<file path="src/mac_rx_pkg.sv">
// Ethernet receive definitions
package mac_rx_pkg;

    // frame state
    typedef enum logic [1:0] {
        st_idle    = 2'd0,
        st_payload = 2'd1,
        st_last    = 2'd2
    } rx_state_e;

    // crc-32, normal form of the polynomial
    localparam logic [31:0] crc_poly = 32'h04c11db7;
    localparam logic [31:0] crc_init = 32'hffffffff;

    // expected crc state when the fcs ends at byte k of an 8 byte word,
    // bytes above k are zero padding from the terminate mask
    localparam logic [7:0][31:0] crc_residue = {
        32'hdebb20e3,
        32'h39dd08e2,
        32'h4e3d5e5c,
        32'h62932081,
        32'h9add2096,
        32'h19f6eb51,
        32'h1c759789,
        32'h94784e13
    };

    // frame length counter
    localparam int len_w = 16;

    // trailing fcs
    localparam int fcs_bytes = 4;

endpackage

</file>
<file path="src/pcs_pkg.sv">
// 64b/66b block definitions
package pcs_pkg;

    // block geometry
    localparam int data_w = 64;
    localparam int keep_w = data_w / 8;
    localparam int hdr_w = 2;
    localparam int lane_w = $clog2(keep_w);

    // sync header values
    localparam logic [hdr_w-1:0] sync_data = 2'b10;
    localparam logic [hdr_w-1:0] sync_ctrl = 2'b01;

    // legal control block types, first octet of the payload
    typedef enum logic [7:0] {
        blk_ctrl     = 8'h1e,
        blk_os_4     = 8'h2d,
        blk_start_4  = 8'h33,
        blk_os_start = 8'h66,
        blk_os_04    = 8'h55,
        blk_start_0  = 8'h78,
        blk_os_0     = 8'h4b,
        blk_term_0   = 8'h87,
        blk_term_1   = 8'h99,
        blk_term_2   = 8'haa,
        blk_term_3   = 8'hb4,
        blk_term_4   = 8'hcc,
        blk_term_5   = 8'hd2,
        blk_term_6   = 8'he1,
        blk_term_7   = 8'hff
    } block_type_e;

    // byte lane within a block
    typedef logic [lane_w-1:0] lane_t;

endpackage

</file>
<file path="src/baser_rx.sv">
// 10GBASE-R frame receiver
`timescale 1ns/100ps

module baser_rx (
    input  logic                            clk,
    input  logic                            reset_crc,
    input  logic [pcs_pkg::data_w-1:0]      rx_data,
    input  logic [pcs_pkg::hdr_w-1:0]       rx_hdr,
    input  logic                            cfg_rx_enable,
    output logic [pcs_pkg::data_w-1:0]      rx_tdata,
    output logic [pcs_pkg::keep_w-1:0]      rx_tkeep,
    output logic                            rx_tvalid,
    output logic                            rx_tlast,
    output logic                            rx_tuser,
    output logic                            stat_pkt_good,
    output logic                            stat_pkt_bad,
    output logic                            stat_err_bad_fcs,
    output logic                            stat_err_framing,
    output logic [mac_rx_pkg::len_w-1:0]    stat_pkt_len,
    output logic                            stat_err_bad_block
);

    logic [pcs_pkg::data_w-1:0] dec_data;
    logic dec_start;
    logic dec_term;
    pcs_pkg::lane_t dec_term_lane;
    logic dec_framing_err;

    logic [pcs_pkg::data_w-1:0] ex_data;
    logic ex_valid;
    logic ex_last_pending;
    logic ex_end;
    pcs_pkg::lane_t ex_term_lane;
    logic ex_crc_ok;
    logic ex_framing;
    logic [mac_rx_pkg::len_w-1:0] ex_len;

    block_decoder decoder_i (
        .clk                (clk),
        .reset_crc          (reset_crc),
        .rx_data            (rx_data),
        .rx_hdr             (rx_hdr),
        .dec_data           (dec_data),
        .dec_start          (dec_start),
        .dec_term           (dec_term),
        .dec_term_lane      (dec_term_lane),
        .dec_framing_err    (dec_framing_err),
        .stat_err_bad_block (stat_err_bad_block)
    );

    frame_checker checker_i (
        .clk             (clk),
        .reset_crc       (reset_crc),
        .cfg_rx_enable   (cfg_rx_enable),
        .dec_data        (dec_data),
        .dec_start       (dec_start),
        .dec_term        (dec_term),
        .dec_term_lane   (dec_term_lane),
        .dec_framing_err (dec_framing_err),
        .ex_data         (ex_data),
        .ex_valid        (ex_valid),
        .ex_last_pending (ex_last_pending),
        .ex_end          (ex_end),
        .ex_term_lane    (ex_term_lane),
        .ex_crc_ok       (ex_crc_ok),
        .ex_framing      (ex_framing),
        .ex_len          (ex_len)
    );

    rx_result result_i (
        .clk              (clk),
        .reset_crc        (reset_crc),
        .ex_data          (ex_data),
        .ex_valid         (ex_valid),
        .ex_last_pending  (ex_last_pending),
        .ex_end           (ex_end),
        .ex_term_lane     (ex_term_lane),
        .ex_crc_ok        (ex_crc_ok),
        .ex_framing       (ex_framing),
        .ex_len           (ex_len),
        .rx_tdata         (rx_tdata),
        .rx_tkeep         (rx_tkeep),
        .rx_tvalid        (rx_tvalid),
        .rx_tlast         (rx_tlast),
        .rx_tuser         (rx_tuser),
        .stat_pkt_good    (stat_pkt_good),
        .stat_pkt_bad     (stat_pkt_bad),
        .stat_err_bad_fcs (stat_err_bad_fcs),
        .stat_err_framing (stat_err_framing),
        .stat_pkt_len     (stat_pkt_len)
    );

endmodule

</file>
<file path="src/block_decoder.sv">
// 64b/66b block decoder
`timescale 1ns/100ps

module block_decoder (
    input  logic                        clk,
    input  logic                        reset_crc,
    input  logic [pcs_pkg::data_w-1:0]  rx_data,
    input  logic [pcs_pkg::hdr_w-1:0]   rx_hdr,
    output logic [pcs_pkg::data_w-1:0]  dec_data,
    output logic                        dec_start,
    output logic                        dec_term,
    output pcs_pkg::lane_t              dec_term_lane,
    output logic                        dec_framing_err,
    output logic                        stat_err_bad_block
);

    pcs_pkg::block_type_e blk_type;
    pcs_pkg::lane_t term_lane;
    logic [pcs_pkg::data_w-1:0] data_masked;
    logic is_data;
    logic is_ctrl;
    logic legal_type;
    logic is_start;
    logic is_term;
    logic in_frame;

    always_comb begin
        blk_type = pcs_pkg::block_type_e'(rx_data[7:0]);
        is_data = rx_hdr == pcs_pkg::sync_data;
        is_ctrl = rx_hdr == pcs_pkg::sync_ctrl;
        legal_type = 1'b1;
        is_start = 1'b0;
        is_term = 1'b0;
        term_lane = '0;
        case (blk_type)
            pcs_pkg::blk_start_0: is_start = 1'b1;
            pcs_pkg::blk_term_0: is_term = 1'b1;
            pcs_pkg::blk_term_1: {is_term, term_lane} = {1'b1, 3'd1};
            pcs_pkg::blk_term_2: {is_term, term_lane} = {1'b1, 3'd2};
            pcs_pkg::blk_term_3: {is_term, term_lane} = {1'b1, 3'd3};
            pcs_pkg::blk_term_4: {is_term, term_lane} = {1'b1, 3'd4};
            pcs_pkg::blk_term_5: {is_term, term_lane} = {1'b1, 3'd5};
            pcs_pkg::blk_term_6: {is_term, term_lane} = {1'b1, 3'd6};
            pcs_pkg::blk_term_7: {is_term, term_lane} = {1'b1, 3'd7};
            // legal but never start a frame here
            pcs_pkg::blk_ctrl,
            pcs_pkg::blk_os_4,
            pcs_pkg::blk_start_4,
            pcs_pkg::blk_os_start,
            pcs_pkg::blk_os_04,
            pcs_pkg::blk_os_0: legal_type = 1'b1;
            default: legal_type = 1'b0;
        endcase

        // terminate: drop the type octet, keep only the data bytes
        data_masked = rx_data;
        if (is_ctrl && is_term) begin
            data_masked = (rx_data >> 8) & ~({pcs_pkg::data_w{1'b1}} << {term_lane, 3'b000});
        end
    end

    always_ff @(posedge clk) begin
        dec_data <= data_masked;
        dec_term_lane <= term_lane;
        if (reset_crc) begin
            in_frame <= 1'b0;
            dec_start <= 1'b0;
            dec_term <= 1'b0;
            dec_framing_err <= 1'b0;
            stat_err_bad_block <= 1'b0;
        end else begin
            dec_start <= is_ctrl && is_start;
            dec_term <= is_ctrl && is_term;
            stat_err_bad_block <= !is_data && !(is_ctrl && legal_type);
            if (is_data) begin
                dec_framing_err <= !in_frame;
            end else if (is_ctrl && is_term) begin
                dec_framing_err <= !in_frame;
                in_frame <= 1'b0;
            end else begin
                // any other block, including bad ones, breaks a running frame
                dec_framing_err <= in_frame;
                in_frame <= is_ctrl && is_start;
            end
        end
    end

endmodule

</file>
<file path="src/crc32_d64.sv">
// CRC-32 over one 64-bit word
`timescale 1ns/100ps

module crc32_d64 (
    input  logic [31:0]                 state_in,
    input  logic [pcs_pkg::data_w-1:0]  data_in,
    output logic [31:0]                 state_out,
    output logic [pcs_pkg::keep_w-1:0]  lane_ok
);

    logic [31:0] poly_r;
    logic [31:0] crc;

    always_comb begin
        // reflected form, bits go in lsb first
        for (int i = 0; i < 32; i++) begin
            poly_r[i] = mac_rx_pkg::crc_poly[31-i];
        end

        crc = state_in;
        for (int b = 0; b < pcs_pkg::keep_w; b++) begin
            for (int i = 0; i < 8; i++) begin
                if (crc[0] ^ data_in[8*b+i]) begin
                    crc = (crc >> 1) ^ poly_r;
                end else begin
                    crc = crc >> 1;
                end
            end
        end
        state_out = crc;
    end

    // one compare per possible end byte of the fcs
    always_comb begin
        for (int k = 0; k < pcs_pkg::keep_w; k++) begin
            lane_ok[k] = state_out == mac_rx_pkg::crc_residue[k];
        end
    end

endmodule

</file>
<file path="src/frame_checker.sv">
// Receive frame state machine and CRC check
`timescale 1ns/100ps

module frame_checker (
    input  logic                            clk,
    input  logic                            reset_crc,
    input  logic                            cfg_rx_enable,
    input  logic [pcs_pkg::data_w-1:0]      dec_data,
    input  logic                            dec_start,
    input  logic                            dec_term,
    input  pcs_pkg::lane_t                  dec_term_lane,
    input  logic                            dec_framing_err,
    output logic [pcs_pkg::data_w-1:0]      ex_data,
    output logic                            ex_valid,
    output logic                            ex_last_pending,
    output logic                            ex_end,
    output pcs_pkg::lane_t                  ex_term_lane,
    output logic                            ex_crc_ok,
    output logic                            ex_framing,
    output logic [mac_rx_pkg::len_w-1:0]    ex_len
);

    typedef logic [mac_rx_pkg::len_w-1:0] len_t;

    mac_rx_pkg::rx_state_e state, state_next;
    logic crc_restart;
    logic [31:0] crc_state;
    logic [31:0] crc_next;
    logic [pcs_pkg::keep_w-1:0] lane_ok;
    logic [pcs_pkg::keep_w-1:0] lane_ok_save;
    logic start_d1;
    logic framing_d1;
    pcs_pkg::lane_t term_lane_d1;
    pcs_pkg::lane_t pay_idx;
    pcs_pkg::lane_t last_idx;
    len_t len_reg, len_next;

    // crc runs on the decoder word, one block ahead of ex_data
    crc32_d64 crc_i (
        .state_in  (crc_state),
        .data_in   (dec_data),
        .state_out (crc_next),
        .lane_ok   (lane_ok)
    );

    always_comb begin
        // lane 0 wraps to 7, which selects the saved full-word compare
        pay_idx = dec_term_lane - 3'd1;
        last_idx = term_lane_d1 - 3'd1;

        state_next = state;
        crc_restart = 1'b0;
        len_next = len_reg;
        ex_valid = 1'b0;
        ex_last_pending = 1'b0;
        ex_end = 1'b0;
        ex_framing = 1'b0;
        ex_crc_ok = 1'b0;
        ex_term_lane = dec_term_lane;
        ex_len = len_reg;

        case (state)
            mac_rx_pkg::st_idle: begin
                crc_restart = 1'b1;
                len_next = len_t'(pcs_pkg::keep_w);
                if (start_d1 && cfg_rx_enable) begin
                    crc_restart = 1'b0;
                    state_next = mac_rx_pkg::st_payload;
                end
            end
            mac_rx_pkg::st_payload: begin
                ex_valid = 1'b1;
                if (dec_term) begin
                    len_next = len_reg + len_t'(dec_term_lane);
                end else begin
                    len_next = len_reg + len_t'(pcs_pkg::keep_w);
                end
                ex_len = len_next;

                if (dec_framing_err || framing_d1) begin
                    ex_end = 1'b1;
                    ex_framing = 1'b1;
                    crc_restart = 1'b1;
                    state_next = mac_rx_pkg::st_idle;
                end else if (dec_term && dec_term_lane <= mac_rx_pkg::fcs_bytes) begin
                    // fcs tail fits in this block, current beat is the last one
                    ex_end = 1'b1;
                    if (dec_term_lane == 0) begin
                        ex_crc_ok = lane_ok_save[pay_idx];
                    end else begin
                        ex_crc_ok = lane_ok[pay_idx];
                    end
                    crc_restart = 1'b1;
                    state_next = mac_rx_pkg::st_idle;
                end else if (dec_term) begin
                    state_next = mac_rx_pkg::st_last;
                end
            end
            mac_rx_pkg::st_last: begin
                ex_valid = 1'b1;
                ex_last_pending = 1'b1;
                ex_end = 1'b1;
                ex_term_lane = term_lane_d1;
                ex_crc_ok = lane_ok_save[last_idx];
                crc_restart = 1'b1;
                state_next = mac_rx_pkg::st_idle;
            end
            default: state_next = mac_rx_pkg::st_idle;
        endcase
    end

    always_ff @(posedge clk) begin
        ex_data <= dec_data;
        term_lane_d1 <= dec_term_lane;
        lane_ok_save <= lane_ok;
        if (reset_crc || crc_restart) begin
            crc_state <= mac_rx_pkg::crc_init;
        end else begin
            crc_state <= crc_next;
        end
        if (reset_crc) begin
            state <= mac_rx_pkg::st_idle;
            start_d1 <= 1'b0;
            framing_d1 <= 1'b0;
            len_reg <= '0;
        end else begin
            state <= state_next;
            start_d1 <= dec_start;
            framing_d1 <= dec_framing_err;
            len_reg <= len_next;
        end
    end

endmodule

</file>
<file path="src/rx_result.sv">
// Output beat and status register stage
`timescale 1ns/100ps

module rx_result (
    input  logic                            clk,
    input  logic                            reset_crc,
    input  logic [pcs_pkg::data_w-1:0]      ex_data,
    input  logic                            ex_valid,
    input  logic                            ex_last_pending,
    input  logic                            ex_end,
    input  pcs_pkg::lane_t                  ex_term_lane,
    input  logic                            ex_crc_ok,
    input  logic                            ex_framing,
    input  logic [mac_rx_pkg::len_w-1:0]    ex_len,
    output logic [pcs_pkg::data_w-1:0]      rx_tdata,
    output logic [pcs_pkg::keep_w-1:0]      rx_tkeep,
    output logic                            rx_tvalid,
    output logic                            rx_tlast,
    output logic                            rx_tuser,
    output logic                            stat_pkt_good,
    output logic                            stat_pkt_bad,
    output logic                            stat_err_bad_fcs,
    output logic                            stat_err_framing,
    output logic [mac_rx_pkg::len_w-1:0]    stat_pkt_len
);

    logic [3:0] keep_bytes;
    logic [pcs_pkg::keep_w-1:0] keep_next;
    logic bad;

    always_comb begin
        // bytes left in the last beat once the fcs is stripped
        if (ex_last_pending) begin
            keep_bytes = {1'b0, ex_term_lane} - 4'(mac_rx_pkg::fcs_bytes);
        end else begin
            keep_bytes = {1'b0, ex_term_lane} + 4'(pcs_pkg::keep_w - mac_rx_pkg::fcs_bytes);
        end

        if (!ex_valid) begin
            keep_next = '0;
        end else if (ex_end && !ex_framing) begin
            keep_next = ~({pcs_pkg::keep_w{1'b1}} << keep_bytes);
        end else begin
            keep_next = '1;
        end

        bad = ex_framing || !ex_crc_ok;
    end

    always_ff @(posedge clk) begin
        rx_tdata <= ex_data;
        rx_tkeep <= keep_next;
        if (reset_crc) begin
            rx_tvalid <= 1'b0;
            rx_tlast <= 1'b0;
            rx_tuser <= 1'b0;
            stat_pkt_good <= 1'b0;
            stat_pkt_bad <= 1'b0;
            stat_err_bad_fcs <= 1'b0;
            stat_err_framing <= 1'b0;
            stat_pkt_len <= '0;
        end else begin
            rx_tvalid <= ex_valid;
            rx_tlast <= ex_end;
            rx_tuser <= ex_end && bad;
            stat_pkt_good <= ex_end && !bad;
            stat_pkt_bad <= ex_end && bad;
            stat_err_bad_fcs <= ex_end && !ex_framing && !ex_crc_ok;
            stat_err_framing <= ex_end && ex_framing;
            stat_pkt_len <= ex_end ? ex_len : '0;
        end
    end

endmodule

</file>
<file path="config.mk">
export PLATFORM = sky130hd
export DESIGN_NAME = baser_rx
export DESIGN_NICKNAME = d
export VERILOG_FILES = /design/src/mac_rx_pkg.sv /design/src/pcs_pkg.sv /design/src/baser_rx.sv /design/src/block_decoder.sv /design/src/crc32_d64.sv /design/src/frame_checker.sv /design/src/rx_result.sv
export SDC_FILE = /design/constraint.sdc
export NUM_CORES = 1
export LEC_CHECK = 0
export BUFFER_PORTS_ARGS = -buffer_cell sky130_fd_sc_hd__buf_2
export CORE_MARGIN = 2
export CORE_UTILIZATION = 30
export CTS_CLUSTER_SIZE = 40
export DETAILED_ROUTE_END_ITERATION = 7
export HOLD_SLACK_MARGIN = 0.05
export PLACE_DENSITY = 0.57
export RECOVER_POWER = 100
export SLEW_MARGIN = 25
export SYNTH_ARGS = -nofsm -noshare
export SYNTH_HDL_FRONTEND = slang
export SYNTH_SLANG_ARGS = --single-unit
export TNS_END_PERCENT = 100
</file>
<file path="constraint.sdc">
create_clock -name clk -period 7.81 [get_ports clk]
set_input_delay 0.781 -clock clk [delete_from_list [all_inputs] [get_ports clk]]
set_output_delay 0.781 -clock clk [all_outputs]
set_load 0.01 [all_outputs]
</file>
### Word level (Yosys, flattened, before mapping)

Cells that the tools add are included.
W data, S select, Z words.

* add/sub/neg operators: 6
* multiply operators: 0
* divide/modulo/power cells: 0
* $lt $le $gt $ge: 3
* eq/ne operators: 29
* shift operators: 2
* mux-type cells: 102
* bitwise logic cells: 132
* reduce and logical (&&, ||, !) cells: 28

Operator list (count)
* $mux W32: 64
* $not A13 Y14: 64
* $eq A32 B32 Y1 const B: 3
* $and A56 B64 Y64: 1
* $eq A32 B29 Y1 const B: 2
* $eq A32 B31 Y1 const B: 2
* $eq A8 B8 Y1 const B: 8
* $mux W64: 1
* $not A64 Y64: 1
* $shl A64 B6 Y64 const A: 1
* $xor A1 B1 Y1: 64
* $eq A32 B30 Y1 const B: 1
* $eq A8 B7 Y1 const B: 4
* $mux W16: 2
* $pmux W16 S2: 1
* $pmux W3 S7: 1
* $mux W1: 19
* $add A16 B3 Y16: 1
* $add A16 B4 Y16 const B: 1
* $eq A8 B6 Y1 const B: 2
* $reduce_or A15 Y1: 1
* $logic_and A1 B1 Y1: 11
* $bmux W1 S3: 3
* $eq A8 B5 Y1 const B: 1
* 27 further kinds: 43

* register bits after elaboration: 293
* bits in latches: 0
* bits in writable memories: 0
* ROM bits: 0
* input port bits: 69
* output and inout bits: 96
* logic and storage cells: 326
* memories: 0

### Longest topological paths before layout

* depth in word-level cells: 139
* depth in mapped cells: 22
* mapped depth without buffers: 22

### By module

A second synthesis with hierarchy kept.

* cell total of the unflattened synthesis: 1494
* area total of the unflattened synthesis: 17810.8 um2

By module, submodules not included
* crc32_d64: times used 1, cells each 655, area an instance 8293.0 um2, sequential area each 0.0 um2
* frame_checker: times used 1, cells each 395, area an instance 4344.2 um2, sequential area each 2542.4 um2
* block_decoder: times used 1, cells each 306, area an instance 2981.6 um2, sequential area each 1441.4 um2
* rx_result: times used 1, cells each 138, area an instance 2192.1 um2, sequential area each 1881.8 um2

### Worst setup path before layout

OpenSTA, ideal clock, no wires.

* kind: register to register
* start: reg decoder_i.dec_data[3] in the netlist's numbering
* end: reg result_i.stat_pkt_good
* setup time: 0.059 ns
* arrival time: 7.278 ns
* data required time: 7.751 ns
* slack: 0.473 ns
* cell stages (with the launch flop): 21
* buffers on the path: 0
* period minus slack after synthesis: 7.337 ns
* cell sequence: dfxtp_1 > xor2_1 > xnor3_2 > xor3_1 > xor3_2 > xnor3_4 > xnor2_4 > xor3_2 > xnor3_2 > xor2_2 > xnor3_2 > xnor3_2 > clkinv_2 > xnor3_1 > or4_1 > nand3b_1 > or4b_1 > a21oi_1 > o41ai_1 > a21oi_1 > and2_1

* word-level cells in the longest chain between the ends: 100
* elaborated cells on any way between the ends: 188
* those cells by class: eq/ne: 8; mux: 67; bitwise: 109; reduce/logical: 4

RTL lines
* from (decl): line block_decoder.sv:9 `output logic [pcs_pkg::data_w-1:0] dec_data,`
* from (signal assigned): line block_decoder.sv:63 `dec_data <= data_masked;`
* $xor A1 B1 Y1 *: line crc32_d64.sv:23 `if (crc[0] ^ data_in[8*b+i]) begin`
* $mux W32 * (6 in series): line crc32_d64.sv:23
* $xor A1 B1 Y1, or another cell as far along: line crc32_d64.sv:23
* $mux W32 *: line crc32_d64.sv:23
* $not A13 Y14 (no source line) or $mux W32 (tied branches)
* $mux W32 *: line crc32_d64.sv:23
* $not A13 Y14 (no source line) or $mux W32 (tied branches)
* $mux W32 * (2 in series): line crc32_d64.sv:23
* (+78 left out)
* $mux W1 *: line frame_checker.sv:88 `if (dec_term_lane == 0) begin`
* $mux W1 *: line frame_checker.sv:85 `end else if (dec_term && dec_term_lane <= mac_rx_pkg::fcs_bytes) begin`
* $mux W1 *: line frame_checker.sv:80 `if (dec_framing_err || framing_d1) begin`
* $pmux W1 S2 *: line frame_checker.sv:62 `case (state)`
* $logic_not A1 Y1 *: line rx_result.sv:47 `bad = ex_framing || !ex_crc_ok;`
* $logic_or A1 B1 Y1 *: line rx_result.sv:47
* $logic_not A1 Y1 *: line rx_result.sv:66 `stat_pkt_good <= ex_end && !bad;`
* $logic_and A1 B1 Y1 *: line rx_result.sv:66
* to (signal assigned): line rx_result.sv:66
* to (decl): line rx_result.sv:20 `output logic stat_pkt_good,`

Mark *: on every way between the ends. The select of a mux whose other input is x is not followed.
A chain may end at the register's enable or synchronous reset.

### Worst setup path in the final report

* start: reg checker_i.crc_state[4]
* end: reg result_i.stat_pkt_good

* word-level cells in the longest chain between the ends: 103
* elaborated cells on any way between the ends: 189
* those cells by class: eq/ne: 8; mux: 70; bitwise: 107; reduce/logical: 4

RTL lines
* from (decl): line frame_checker.sv:27 `logic [31:0] crc_state;`
* from (signal assigned): line frame_checker.sv:117 `crc_state <= mac_rx_pkg::crc_init;`
* from (signal assigned): line frame_checker.sv:119 `crc_state <= crc_next;`
* $mux W32 * (4 in series): line crc32_d64.sv:23
* $xor A1 B1 Y1 *: line crc32_d64.sv:23
* $mux W32 *: line crc32_d64.sv:23
* $not A13 Y14 (no source line)
* $mux W32 * (3 in series): line crc32_d64.sv:23
* $not A13 Y14 (no source line) or $mux W32 (tied branches)
* $mux W32 * (6 in series): line crc32_d64.sv:23
* $xor A1 B1 Y1 or $mux W32 (tied branches): line crc32_d64.sv:23
* (+77 left out)
* $mux W1 *: line frame_checker.sv:88
* $mux W1 *: line frame_checker.sv:85
* $mux W1 *: line frame_checker.sv:80
* $pmux W1 S2 *: line frame_checker.sv:62
* $logic_not A1 Y1 *: line rx_result.sv:47
* $logic_or A1 B1 Y1 *: line rx_result.sv:47
* $logic_not A1 Y1 *: line rx_result.sv:66
* $logic_and A1 B1 Y1 *: line rx_result.sv:66

Marked as above.

==> flow_summary.yaml <==
global_route:
  grtUsageMet3_pct: 1.688
  grt_pass1_vias: 11296
  antenna_found_initial: 3
  grtUsageTotal_pct: 16.42
  grt_pass1_wl_um: 71310
  gr-total-overflow: 0
  met2_usage_pct: 28.32
  grt_max_degree: 100
  grt-busiest-layer: "met2"
  use_met1_pct: 21.77
drt:
  vias: 11257
  first_iter_violations: 747
  routed_wl_um: 48320
  routedWlPerCell_um: 19.44
  drc: 0
  ant_nets: 0
  drt-pass1-iter-count: 5
  viasPerCell: 4.530
logic_synthesis:
  yosysMostFrequentCell: "dfxtp_1"
  yosys.area.top_type_share_pct: 34.95
  synth_cells: 1433
  yosysUniqueCellTypes: 68
  synth_nets: 1519
  synth_area_leaders: "dfxtp_1, xnor3_1, xnor2_1"
  ys_warn_count: 0
  synth_edf_count: 0
  synthArstFlopShare_pct: 0
  yosysTopAreaCell: "dfxtp_1"
  synth_common_cells: "dfxtp_1, xnor2_1, xnor3_1"
  ys_ff_latch: 293
  synthesis.area_um2: 16780
  ys_seq_area_share_pct: 34.95
  ys.flop_type: "dfxtp_1"
  avgSynthCellArea_um2: 11.71
status:
  status: "complete, but fails checks"
  failed_checks: "max-capacitance violations, max-slew violations"
clocking:
  cts_tree: "built"
  root_buffer: "clkbuf_16"
  cts_max_path_buffers: 3
  clkTransAtPathRegs_ns: 0.07
  cts_made_buffers: 27
  hold_buffers: 0
  clock-sinks: 293
  worstSkewPairLatency_ns: 0.57
  ctsHtreeMaxLevel: 1
cells_and_area:
  final_util_pct: 36.84
  final_cells: 2485
  finalNetCount: 1801
  multi_input_area_um2: 10860
  drive_above_1_share_pct: 18.79
  area_delta_synth_final_pct: 21.16
  seq_area_um2: 5866
  fillers: 5433
  largest_registers: "checker_i.ex_data (64), decoder_i.dec_data (64), result_i.rx_tdata (64)"
timing:
  worst_slack_ns: 0.2593
  fin_crit_sh_pct: 96.68
  setup_viol: 0
  final_hold_viol_count: 0
  drv_slew: 100
  worst_pin_slew_ns: 3.629
  finalClockSkew_ns: 0.02516
  layout_min_cycle_time_ns: 7.551
  max_freq_mhz: 132.4
  slew_headroom_pct: -141.9
critical_path:
  crit_end: "result_i.stat_pkt_good"
  path_class: "reg2reg"
  r2r_setup_slack_ns: 0.26
  crit_path_max_fanout: 8
  r2r_cells: 20
  startpoint: "checker_i.crc_state[4]"
  r2r-start: "checker_i.crc_state[4]"
  required_ns: 8.31
  worstReg2RegEnd: "result_i.stat_pkt_good"
  arrival_ns: 8.05
  endpoint_kind: "register"
  start_kind: "register"
floorplanning:
  die_h_um: 240.5
  initial_core_util_pct: 30.40
  die-width_um: 240.5
  std_cell_rows: 86
  dieArea_um2: 57850
  core_area_um2: 55200
  io_pins: 165
placed_design:
  gp_congestion: 0.8909
  dp_cells: 2422
  hpwlAfterDp_um: 39250
  port_buffers: 164
  place_worst_setup_slack_ns: -0.1123
run:
  cap_viol_max_count: 1
worst_hold_path:
  hp-class: "reg2reg"
[layer usage]
metal,part of all wire [%],up-vias
met3,4.6,67
li1,-,5428
met2,48,296
met5,0.031,-
met4,2.6,2
met1,45,5464
[critical path: stages, from the launching register on]
cell and delay (ns):
dfxtp_1 0.45, xor2_4 0.31, xnor3_2 0.60, xnor2_2 0.26
xnor3_1 0.51, xnor3_1 0.54, xnor3_1 0.36, xor3_1 0.25
xnor3_1 0.39, xnor3_1 0.40, xor3_2 0.56, xnor3_1 0.45
nor2_1 0.18, mux2i_1 0.12, or3b_1 0.43, or4_1 0.58
o32a_1 0.35, o31ai_1 0.25, o41ai_1 0.15, a21oi_1 0.20
and2_1 0.15
[cell type report]
cell class              instances  share of cell area (%)
clock inverters                19                   1.249
inverters                      19                  0.3569
repair buffers                292                   8.104
multi-input cells            1082                   53.39
well taps                     748                   4.603
clock buffers                  30                   3.427
flip-flops and latches        293                   28.85
diodes                          2                 0.02461
[kinds of logic (layout without fill, tap and decap cells)]
kind of cell,count (synthesis),count (layout),synth area share (%)
and+or+nand+nor,341,341,10.06
muxes,10,10,0.9095
AOI/OAI and AO/OA,162,162,6.061
other,0,2,0
buffers and inverters,58,360,1.379
adders and majority gates,17,17,1.312
xor gates and xnor gates,552,552,45.33
DFF,293,293,34.95
[cells in the final DEF (no fill, tap or decap), types with 8 or more instances in the layout]
master     synthesis  routed
ha_1              16      16
nor3b_1            9       9
a21oi_1           34      34
nor4_1            10       9
and2_0             0       8
nand2b_1          22      22
o21ai_0           64      63
and2_1            16       8
dfxtp_1          293     293
xor2_2             6       8
nand2_1          140     140
xnor2_1          266     254
inv_1             18      18
buf_4              3     125
xor3_1            20      20
xnor2_2           19      28
buf_2              1      66
nor2_1            55      54
clkbuf_1          29     103
nand4_1            9       9
nand3_1           14      14
xnor3_2           11      19
nor3_1            12      11
xor2_1            79      77
a22o_1            24      24
clkbuf_16          0      27
xnor3_1          141     133
nor2b_1            9       9
[through the flow]
step	hold slack, ns	setup TNS [ns]	cell area, um2
detailed placement	0.3121	-0.2152	19270
floorplan	0.3096	0	16780
finish	0.3209	0	20330
global placement	0.3103	-0.1575	19270
global route	0.3295	-0.003553	20330
CTS	0.3151	0	20250
[what timing repair did]
item	4_1_cts	5_1_grt
buffers inserted	0	12
setup endpoints to repair	3	3
pin swaps	0	5
gates resized for setup	4	25
hold endpoints to repair	0	0
[how the worst min path moves through the flow]
stage	from	endpoint	cells after the start	slack, ns
2_1_floorplan	checker_i.ex_data[0]	result_i.rx_tdata[0]	0	0.31
3_3_place_gp	checker_i.ex_data[31]	result_i.rx_tdata[31]	0	0.31
3_5_place_dp	checker_i.ex_data[44]	result_i.rx_tdata[44]	0	0.31
4_1_cts	checker_i.ex_data[21]	result_i.rx_tdata[21]	0	0.32
5_1_grt	checker_i.ex_data[44]	result_i.rx_tdata[44]	0	0.33
6_report	checker_i.ex_data[21]	result_i.rx_tdata[21]	0	0.32
Power is left out: the tool's default activity adds up to more than one toggle a clock period on the data nets, which glitch-free logic cannot reach.
